**config.mk**
```make
export PLATFORM = sky130hd
export DESIGN_NAME = nabp_swap_top
export DESIGN_NICKNAME = d
export VERILOG_FILES = /design/src/source/nabp_pkg.sv /design/src/source/swap_if.sv /design/src/source/angle_lut.sv /design/src/source/angle_regs.sv /design/src/source/line_accumulator.sv /design/src/source/line_swappable.sv /design/src/source/nabp_swap_top.sv /design/src/source/swap_control.sv
export SDC_FILE = /design/constraint.sdc
export NUM_CORES = 1
export LEC_CHECK = 0
export CAP_MARGIN = 5
export CORE_MARGIN = 2
export CORE_UTILIZATION = 30
export CTS_CLUSTER_SIZE = 30
export DETAILED_ROUTE_END_ITERATION = 10
export DONT_BUFFER_PORTS = 1
export PLACE_DENSITY = 0.43
export REMOVE_ABC_BUFFERS = 1
export SLEW_MARGIN = 0
export SYNTH_ARGS = -nofsm -noshare
export SYNTH_HDL_FRONTEND = slang
export SYNTH_SLANG_ARGS = --single-unit
export TNS_END_PERCENT = 30
```
**constraint.sdc**
```tcl
create_clock -name clk -period 4.6 [get_ports clk]
set_input_delay 0.46 -clock clk [delete_from_list [all_inputs] [get_ports clk]]
set_output_delay 0.46 -clock clk [all_outputs]
set_load 0.02 [all_outputs]
```
**src/source/nabp_pkg.sv**
```systemverilog
`default_nettype none

package nabp_pkg;

    // datapath widths
    localparam int angle_width = 8;
    localparam int data_width = 12;
    localparam int s_width = 8;
    localparam int sum_width = 20;
    localparam int part_width = 4;

    // angles in degrees, valid range 0..angle_max
    localparam int angle_max = 179;
    localparam int angle_45 = 45;
    localparam int angle_135 = 135;

    // apb register map, one word each
    localparam int apb_addr_width = 4;
    localparam int apb_data_width = 32;
    localparam logic [apb_addr_width-1:0] addr_angle = 4'h0;
    localparam logic [apb_addr_width-1:0] addr_ctrl = 4'h4;
    localparam logic [apb_addr_width-1:0] addr_status = 4'h8;

    typedef enum logic {
        scan_x = 1'b0,
        scan_y = 1'b1
    } scan_mode_t;

    typedef enum logic [2:0] {
        ready_s,
        setup_s,
        fill_s,
        fill_and_shift_s,
        shift_s
    } swap_state_t;

endpackage

`default_nettype wire

```
**src/source/swap_if.sv**
```systemverilog
`timescale 1ns/100ps
`default_nettype none

interface swap_if;
    import nabp_pkg::*;

    // control to swappable
    logic [s_width-1:0] line_base;
    logic swap_ack;
    logic next_itr_ack;

    // swappable to control
    logic swap;
    logic next_itr;
    logic pe_en;
    logic signed [data_width-1:0] sample;

    modport control (
        output line_base, swap_ack, next_itr_ack,
        input  swap, next_itr, pe_en, sample
    );

    modport swappable (
        input  line_base, swap_ack, next_itr_ack,
        output swap, next_itr, pe_en, sample
    );

endinterface

`default_nettype wire

```
**src/source/angle_lut.sv**
```systemverilog
`timescale 1ns/100ps
`default_nettype none

module angle_lut (
    input  wire clk,
    input  wire [nabp_pkg::angle_width-1:0] angle,
    output nabp_pkg::scan_mode_t scan_mode,
    output logic [nabp_pkg::s_width-1:0] shift_base
);
    import nabp_pkg::*;

    logic in_x_band;
    logic [angle_width-1:0] angle_mod;

    // x scan near horizontal, y scan around 90 degrees
    assign in_x_band = (angle < angle_width'(angle_45)) ||
                       (angle >= angle_width'(angle_135));

    // linear stand-in for the shift table
    assign angle_mod = angle % angle_width'(angle_45);

    // one cycle from angle to outputs
    always_ff @(posedge clk)
    begin
        if (in_x_band)
            scan_mode <= scan_x;
        else
            scan_mode <= scan_y;
        shift_base <= s_width'(angle_mod);
    end

endmodule

`default_nettype wire

```
**src/source/angle_regs.sv**
```systemverilog
`timescale 1ns/100ps
`default_nettype none

module angle_regs (
    input  wire clk,
    input  wire reset_n,
    input  wire psel,
    input  wire penable,
    input  wire pwrite,
    input  wire [nabp_pkg::apb_addr_width-1:0] paddr,
    input  wire [nabp_pkg::apb_data_width-1:0] pwdata,
    output logic [nabp_pkg::apb_data_width-1:0] prdata,
    output logic pready,
    output logic pslverr,
    input  wire next_angle,
    input  wire angle_done,
    output logic start,
    output logic [nabp_pkg::angle_width-1:0] angle
);
    import nabp_pkg::*;

    logic [7:0] done_count;
    logic busy;
    logic wr_access;
    logic wr_angle;
    logic angle_bad;
    logic start_req;

    assign busy = !next_angle;
    assign wr_access = psel && penable && pwrite;
    assign wr_angle = wr_access && (paddr == addr_angle);
    assign angle_bad = pwdata > apb_data_width'(angle_max);
    assign start_req = wr_access && (paddr == addr_ctrl) && pwdata[0];

    // zero wait states
    assign pready = 1'b1;
    assign pslverr = (wr_angle && angle_bad) || (start_req && busy);

    always_ff @(posedge clk)
    begin
        if (!reset_n)
        begin
            angle <= '0;
            start <= 1'b0;
            done_count <= '0;
        end
        else
        begin
            // refused starts never reach the swap control
            start <= start_req && !busy;
            if (wr_angle && !angle_bad)
                angle <= pwdata[angle_width-1:0];
            if (angle_done)
                done_count <= done_count + 1'b1;
        end
    end

    // read mux
    always_comb
    begin
        prdata = '0;
        case (paddr)
            addr_angle:
                prdata[angle_width-1:0] = angle;
            addr_status:
            begin
                prdata[0] = busy;
                prdata[15:8] = done_count;
            end
            default:
                prdata = '0;
        endcase
    end

endmodule

`default_nettype wire

```
**src/source/line_accumulator.sv**
```systemverilog
`timescale 1ns/100ps
`default_nettype none

module line_accumulator #(
    parameter int line_size = 8
) (
    input  wire clk,
    input  wire reset_n,
    input  wire pe_kick,
    input  wire pe_en,
    input  wire signed [nabp_pkg::data_width-1:0] pe_sample,
    input  wire [nabp_pkg::part_width-1:0] pe_line,
    output logic signed [nabp_pkg::sum_width-1:0] line_sum,
    output logic [nabp_pkg::part_width-1:0] line_index,
    output logic line_valid
);
    import nabp_pkg::*;

    localparam int cnt_width = $clog2(line_size + 1);

    logic signed [sum_width-1:0] acc;
    logic signed [sum_width-1:0] acc_next;
    logic [cnt_width-1:0] cnt;
    logic last_sample;

    // sign extended sample
    assign acc_next = acc + sum_width'(pe_sample);
    assign last_sample = pe_en && (cnt == cnt_width'(line_size - 1));

    always_ff @(posedge clk)
    begin
        if (!reset_n)
        begin
            cnt <= '0;
            line_valid <= 1'b0;
        end
        else
        begin
            line_valid <= last_sample;
            if (pe_kick)
                cnt <= '0;
            else if (pe_en)
                cnt <= cnt + 1'b1;
        end
    end

    always_ff @(posedge clk)
    begin
        if (pe_kick)
            acc <= '0;
        else if (pe_en)
            acc <= acc_next;
        // result carries the line it came from
        if (last_sample)
        begin
            line_sum <= acc_next;
            line_index <= pe_line;
        end
    end

endmodule

`default_nettype wire

```
**src/source/line_swappable.sv**
```systemverilog
`timescale 1ns/100ps
`default_nettype none

module line_swappable #(
    parameter int line_size = 8
) (
    input  wire clk,
    input  wire reset_n,
    swap_if.swappable sw,
    output logic [nabp_pkg::s_width-1:0] fr_s_val,
    input  wire signed [nabp_pkg::data_width-1:0] fr_val
);
    import nabp_pkg::*;

    localparam int cnt_width = $clog2(line_size + 1);

    logic [cnt_width-1:0] k_cnt;
    logic fetching;
    logic last_addr;
    logic valid_d;
    logic last_d;
    logic swap_q;
    logic next_itr_q;

    assign last_addr = fetching && (k_cnt == cnt_width'(line_size - 1));

    // ram answers one cycle after the address
    assign sw.pe_en = valid_d;
    assign sw.sample = fr_val;
    assign sw.swap = swap_q;
    assign sw.next_itr = next_itr_q;

    always_ff @(posedge clk)
    begin
        if (!reset_n)
        begin
            fetching <= 1'b0;
            valid_d <= 1'b0;
            last_d <= 1'b0;
            swap_q <= 1'b0;
            next_itr_q <= 1'b1;
        end
        else
        begin
            valid_d <= fetching;
            last_d <= last_addr;
            if (sw.next_itr_ack)
            begin
                fetching <= 1'b1;
                next_itr_q <= 1'b0;
            end
            else if (last_addr)
                fetching <= 1'b0;
            // line fetched, hold swap until acked
            if (valid_d && last_d)
                swap_q <= 1'b1;
            else if (sw.swap_ack)
            begin
                swap_q <= 1'b0;
                next_itr_q <= 1'b1;
            end
        end
    end

    // address walk from the line base, wraps at s_width
    always_ff @(posedge clk)
    begin
        if (sw.next_itr_ack)
        begin
            fr_s_val <= sw.line_base;
            k_cnt <= '0;
        end
        else if (fetching)
        begin
            fr_s_val <= fr_s_val + 1'b1;
            k_cnt <= k_cnt + 1'b1;
        end
    end

endmodule

`default_nettype wire

```
**src/source/nabp_swap_top.sv**
```systemverilog
`timescale 1ns/100ps
`default_nettype none

module nabp_swap_top #(
    parameter int line_size = 8,
    parameter int partition_size = 4
) (
    input  wire clk,
    input  wire reset_n,
    input  wire psel,
    input  wire penable,
    input  wire pwrite,
    input  wire [nabp_pkg::apb_addr_width-1:0] paddr,
    input  wire [nabp_pkg::apb_data_width-1:0] pwdata,
    output wire [nabp_pkg::apb_data_width-1:0] prdata,
    output wire pready,
    output wire pslverr,
    output wire [nabp_pkg::s_width-1:0] fr0_s_val,
    output wire [nabp_pkg::s_width-1:0] fr1_s_val,
    input  wire signed [nabp_pkg::data_width-1:0] fr0_val,
    input  wire signed [nabp_pkg::data_width-1:0] fr1_val,
    output wire signed [nabp_pkg::sum_width-1:0] line_sum,
    output wire [nabp_pkg::part_width-1:0] line_index,
    output wire line_valid,
    output wire angle_done
);
    import nabp_pkg::*;

    logic start;
    logic [angle_width-1:0] angle;
    logic next_angle;
    logic pe_kick;
    logic pe_en;
    logic signed [data_width-1:0] pe_sample;
    logic [part_width-1:0] pe_line;

    angle_regs angle_regs_i (
        .clk(clk),
        .reset_n(reset_n),
        .psel(psel),
        .penable(penable),
        .pwrite(pwrite),
        .paddr(paddr),
        .pwdata(pwdata),
        .prdata(prdata),
        .pready(pready),
        .pslverr(pslverr),
        .next_angle(next_angle),
        .angle_done(angle_done),
        .start(start),
        .angle(angle)
    );

    // scan mode would feed the mapper stage, not built here
    swap_control #(
        .line_size(line_size),
        .partition_size(partition_size)
    ) swap_control_i (
        .clk(clk),
        .reset_n(reset_n),
        .start(start),
        .angle(angle),
        .next_angle(next_angle),
        .angle_done(angle_done),
        .fr0_s_val(fr0_s_val),
        .fr1_s_val(fr1_s_val),
        .fr0_val(fr0_val),
        .fr1_val(fr1_val),
        .pe_kick(pe_kick),
        .pe_en(pe_en),
        .pe_sample(pe_sample),
        .pe_line(pe_line),
        .pe_scan_mode()
    );

    line_accumulator #(.line_size(line_size)) line_accumulator_i (
        .clk(clk),
        .reset_n(reset_n),
        .pe_kick(pe_kick),
        .pe_en(pe_en),
        .pe_sample(pe_sample),
        .pe_line(pe_line),
        .line_sum(line_sum),
        .line_index(line_index),
        .line_valid(line_valid)
    );

endmodule

`default_nettype wire

```
**src/source/swap_control.sv**
```systemverilog
`timescale 1ns/100ps
`default_nettype none

module swap_control #(
    parameter int line_size = 8,
    parameter int partition_size = 4
) (
    input  wire clk,
    input  wire reset_n,
    input  wire start,
    input  wire [nabp_pkg::angle_width-1:0] angle,
    output logic next_angle,
    output logic angle_done,
    output logic [nabp_pkg::s_width-1:0] fr0_s_val,
    output logic [nabp_pkg::s_width-1:0] fr1_s_val,
    input  wire signed [nabp_pkg::data_width-1:0] fr0_val,
    input  wire signed [nabp_pkg::data_width-1:0] fr1_val,
    output logic pe_kick,
    output logic pe_en,
    output logic signed [nabp_pkg::data_width-1:0] pe_sample,
    output logic [nabp_pkg::part_width-1:0] pe_line,
    output nabp_pkg::scan_mode_t pe_scan_mode
);
    import nabp_pkg::*;

    swap_state_t state;
    swap_state_t next_state;

    // lines issued so far in this angle
    logic [part_width-1:0] line_itr;
    // base of the next line to issue
    logic [s_width-1:0] next_base;
    logic [s_width-1:0] shift_base_q;
    logic [s_width-1:0] base_step;
    logic sw_sel;

    scan_mode_t lut_scan_mode;
    logic [s_width-1:0] lut_shift_base;

    logic act_swap;
    logic act_next_itr;
    logic oth_next_itr;
    logic swap_ack;
    logic has_more;
    logic first_ack;
    logic oth_ack;

    swap_if sw0 ();
    swap_if sw1 ();

    angle_lut angle_lut_i (
        .clk(clk),
        .angle(angle),
        .scan_mode(lut_scan_mode),
        .shift_base(lut_shift_base)
    );

    line_swappable #(.line_size(line_size)) sw0_i (
        .clk(clk),
        .reset_n(reset_n),
        .sw(sw0),
        .fr_s_val(fr0_s_val),
        .fr_val(fr0_val)
    );

    line_swappable #(.line_size(line_size)) sw1_i (
        .clk(clk),
        .reset_n(reset_n),
        .sw(sw1),
        .fr_s_val(fr1_s_val),
        .fr_val(fr1_val)
    );

    // active swappable is the one streaming to the pe
    assign act_swap = sw_sel ? sw1.swap : sw0.swap;
    assign act_next_itr = sw_sel ? sw1.next_itr : sw0.next_itr;
    assign oth_next_itr = sw_sel ? sw0.next_itr : sw1.next_itr;
    assign has_more = (line_itr != part_width'(partition_size));

    // swap needs the active done and the other one idle
    assign swap_ack = (state == fill_s || state == fill_and_shift_s) &&
                      act_swap && oth_next_itr;
    assign first_ack = (state == setup_s) && act_next_itr;
    assign oth_ack = swap_ack && has_more;

    assign sw0.swap_ack = swap_ack && !sw_sel;
    assign sw1.swap_ack = swap_ack && sw_sel;
    assign sw0.next_itr_ack = sw_sel ? oth_ack : first_ack;
    assign sw1.next_itr_ack = sw_sel ? first_ack : oth_ack;
    assign sw0.line_base = next_base;
    assign sw1.line_base = next_base;

    assign next_angle = (state == ready_s);
    assign pe_kick = first_ack || oth_ack;
    assign pe_en = sw_sel ? sw1.pe_en : sw0.pe_en;
    assign pe_sample = sw_sel ? sw1.sample : sw0.sample;
    // lut output is fresh in setup, latched copy afterwards
    assign base_step = (state == setup_s) ? lut_shift_base : shift_base_q;

    always_ff @(posedge clk)
    begin
        if (!reset_n)
        begin
            state <= ready_s;
            sw_sel <= 1'b0;
            angle_done <= 1'b0;
        end
        else
        begin
            state <= next_state;
            angle_done <= swap_ack && !has_more;
            if (swap_ack)
                sw_sel <= !sw_sel;
        end
    end

    always_comb
    begin
        next_state = state;
        case (state)
            ready_s:
                if (start)
                    next_state = setup_s;
            setup_s:
                if (first_ack)
                    next_state = fill_s;
            fill_s:
                if (swap_ack)
                begin
                    if (has_more)
                        next_state = fill_and_shift_s;
                    else
                        next_state = shift_s;
                end
            fill_and_shift_s:
                if (swap_ack && !has_more)
                    next_state = shift_s;
            shift_s:
                // wait for the last line's swappable to go idle
                if (oth_next_itr)
                    next_state = ready_s;
            default:
                next_state = ready_s;
        endcase
    end

    // line n starts at n times the shift base
    always_ff @(posedge clk)
    begin
        if (state == ready_s)
        begin
            line_itr <= '0;
            next_base <= '0;
        end
        else if (pe_kick)
        begin
            line_itr <= line_itr + 1'b1;
            next_base <= next_base + base_step;
        end
        if (pe_kick)
            pe_line <= line_itr;
        if (state == setup_s)
        begin
            shift_base_q <= lut_shift_base;
            pe_scan_mode <= lut_scan_mode;
        end
    end

endmodule

`default_nettype wire

```
==> run metrics <==
Remaining DRCs 0; CTS tree yes; Max Fclk 281 MHz; setup TNS after final layout 0 ns; top_reg_cell synth dfxtp_1; Die Y-Extent 162 µm; total number of nets in the final design 880; Post-DRT Antenna Nets 0; number of enable-type register cells in the synthesized netlist 44; standard-cell row count 57; max-capacitance violation count 0; transition time of the tightest slew-check pin ~1.2 ns; post-synth cell types 80; Cell Pwr Density 510 nW/µm²; post-synthesis sequential element count 137; floorplan die area 26200 µm²; sequential area share after synthesis 0.425; most repeated library cell on the critical path nor3_1; number of buffers created by CTS 17; number of antenna violations at the first check in global routing 0; Post CTS Setup Buffer Count 0; floorplan core area between 20000 and 25000 µm²; buffers from clock root to sink, at most 2; hold slack final 0.136 ns; kind of start point of the critical path flop; DRT Wirelength 17.1 mm; Slowest cell on crit path dfxtp_1; sum of overflow across all layers after global routing 0; skew final ~0.017 ns; total standard cell area after synthesis 7490 µm²; floorplan die width 162 µm; type of the most critical hold path input pin to flop; data arrival time of the critical path 3.72 ns; clock slew seen by the registers of the worst setup and hold paths about 0.060 ns; Antenna diodes 0; Crit Path Category flop to flop; buffering stage count on the worst path with inverters included 2; number of warnings reported in the yosys synthesis log 0; crit-path max cell delay 0.52 ns; final number of max-transition violations 0; share of synthesized registers carrying an async set or reset 0; Area growth syn-to-layout 10.3%; cts hold-fix bufs 0; total number of vias 5510; share of layout cells above drive strength 1 0.107; total of cells resized after clock tree synthesis 0; crit path time final 3.56 ns; RSZ-0062 raised after global routing no; GRT Overall Usage 0.135; RD Place Congestion 0.845; kind of end point of the critical path flop; Avg WL per Cell 15.3 µm; count of buffers inserted at the top-level ports 0; post-place setup slack approximately 1.0 ns; CP required 4.75 ns; # clock sinks between 100 and 150; synthesized instance count 784; number of global-route vias before repair 5638; series of cell instances along the critical path buf_4 -> mux2_2 -> ha_1 -> inv_1 -> fa_1 -> nor2b_1 -> o21ai_0 -> a21oi_1 -> nor3_1 -> o21ai_1 -> and4_1 -> nor3_1 -> o21bai_1 -> xor2_1; number of top-level pins 141; static leakage 3.11 nW; violation count after the first detailed-route iteration 277; source-to-sink clock delay at the later pin of the worst-skew pair between 0.4 and 0.5 ns; CTS HTree Levels 4; wire length of the first global-routing pass 28.4 mm; outcome completed; Via density 4.94; Worst Setup Slack, final 1.04 ns; HPWL Detailed 12.4 mm; hold violation count in the final report 0; headroom to the max-slew limit 0.222; maximum number of pins on one net before global-route repair 37; biggest fanout along the worst timing path 12; final setup violation count 0; power consumption between 4 and 5 mW; Layout fillers 2484; synthesized area per cell approximately 9.6 µm²; DR pass1 iterations 4; portion of the clock cycle consumed by the worst path in the final layout 0.774; Root Buffer Master clkbuf_16; maximum VDD drop between 0.2 and 0.25 mV; Largest delay share family, worst path simple AND/OR/NAND/NOR gates; effective utilization at floorplan 0.307
-- final timing paths --
check	slack, ns	depth (start not counted)	end	startpoint
setup / recovery	1.04	14	line_accumulator_i.line_sum[18]	swap_control_i.sw_sel
hold / removal	0.14	1	swap_control_i.sw0_i.sw.next_itr	reset_n
hold reg to reg	0.42	0	line_accumulator_i.line_index[0]	swap_control_i.pe_line[0]
setup reg to reg	1.04	14	line_accumulator_i.line_sum[18]	swap_control_i.sw_sel
-- cell type report --
| type | count | area [µm²] | area share |
|---|---|---|---|
| clock buffer | 17 | 425 | 0.0515 |
| tap | 324 | 405 | 0.0491 |
| timing repair buffer | 8 | 60.1 | 0.00727 |
| multi-input combinational | 595 | 4000 | 0.484 |
| inverter | 20 | 75.1 | 0.00908 |
| clock inverter | 15 | 119 | 0.0144 |
| sequential | 137 | 3180 | 0.385 |
-- power breakdown --
| part | switching, mW | internal (mW) | total [mW] |
|---|---|---|---|
| Clock | 0.558 | 0.698 | 1.26 |
| Sequential | 0.194 | 1.51 | 1.70 |
| Combinational | 0.744 | 0.509 | 1.25 |
| Total | 1.50 | 2.72 | 4.21 |
-- cell families (layout without fill, tap and decap cells) --
| kind of cell | Yosys count | in the layout | synth area share |
|---|---|---|---|
| fa+ha+maj | 37 | 37 | 0.0635 |
| other cells | 2 | 19 | 0.00100 |
| xor+xnor | 60 | 60 | 0.0702 |
| simple gates | 282 | 282 | 0.195 |
| flops | 137 | 137 | 0.425 |
| compound gates | 160 | 160 | 0.142 |
| mux | 37 | 37 | 0.0528 |
| buf+inv | 69 | 60 | 0.0511 |
-- through the flow --
step                      area (µm²)   util  instances
after global routing            8260  0.339       1116
after CTS                       8260  0.339       1116
final                           8260  0.339       1116
after floorplan                 7250      -        752
after global placement          7720  0.317       1084
after detailed placement        7720  0.317       1084
-- worst register-to-register path: stages (launching register included) --
cell and delay [ns]:
dfxtp_1 0.52, buf_4 0.29, mux2_2 0.36, ha_1 0.19
inv_1 0.07, fa_1 0.21, nor2b_1 0.06, o21ai_0 0.21
a21oi_1 0.17, nor3_1 0.24, o21ai_1 0.18, and4_1 0.25
nor3_1 0.30, o21bai_1 0.13, xor2_1 0.15
-- Yosys cell counts (all sizes together) (10+ instances only) --
cell type	n	share of area
a21o	15	0.015
a21oi	58	0.041
and2	28	0.024
buf	30	0.030
clkbuf	19	0.011
dfxtp	93	0.25
edfxtp	44	0.18
ha	34	0.057
inv	20	0.010
mux2	20	0.030
mux2i	17	0.023
nand2	93	0.047
nand3	20	0.015
nand4	12	0.010
nor2	48	0.024
nor2b	24	0.020
nor4	10	0.0092
o21ai	29	0.019
xnor2	35	0.041
xor2	25	0.029
-- per-layer routing --
metal	wire, µm	track usage	vias up
met1	7640	0.157	2646
met2	8640	0.241	106
met4	210	0.0394	0
li1	-	-	2743
met3	600	0.0365	15
met5	0	0	-
-- state kept, by name, summed over array words and instances (netlist names), 3 cells and up --
| name | count |
|---|---|
| angle_regs_i.angle | 8 |
| line_accumulator_i.cnt | 4 |
| swap_control_i.sw0_i.fr_s_val | 8 |
| swap_control_i.sw1_i.k_cnt | 4 |
| swap_control_i.next_base | 8 |
| line_accumulator_i.line_index | 4 |
| swap_control_i.pe_line | 4 |
| swap_control_i.sw0_i.k_cnt | 4 |
| line_accumulator_i.line_sum | 20 |
| line_accumulator_i.acc | 20 |
| swap_control_i.shift_base_q | 8 |
| swap_control_i.state | 3 |
| swap_control_i.line_itr | 4 |
| swap_control_i.angle_lut_i.shift_base | 8 |
| swap_control_i.sw1_i.fr_s_val | 8 |
| angle_regs_i.done_count | 8 |
-- layout by cell type (no fill, tap or decap), drive strengths merged, types with 12 or more instances in the layout --
master  Yosys  routed
a21o       15      15
nand3      20      20
conb        2      19
nand2      93      93
inv        20      25
and2       28      28
nand4      12      12
mux2i      17      17
nor2       48      48
nor2b      24      24
mux2       20      20
xnor2      35      35
o21ai      29      29
xor2       25      25
edfxtp     44      44
dfxtp      93      93
a21oi      58      58
ha         34      34
clkbuf     19      17
No activity file was read; power rests on OpenSTA's default activity.
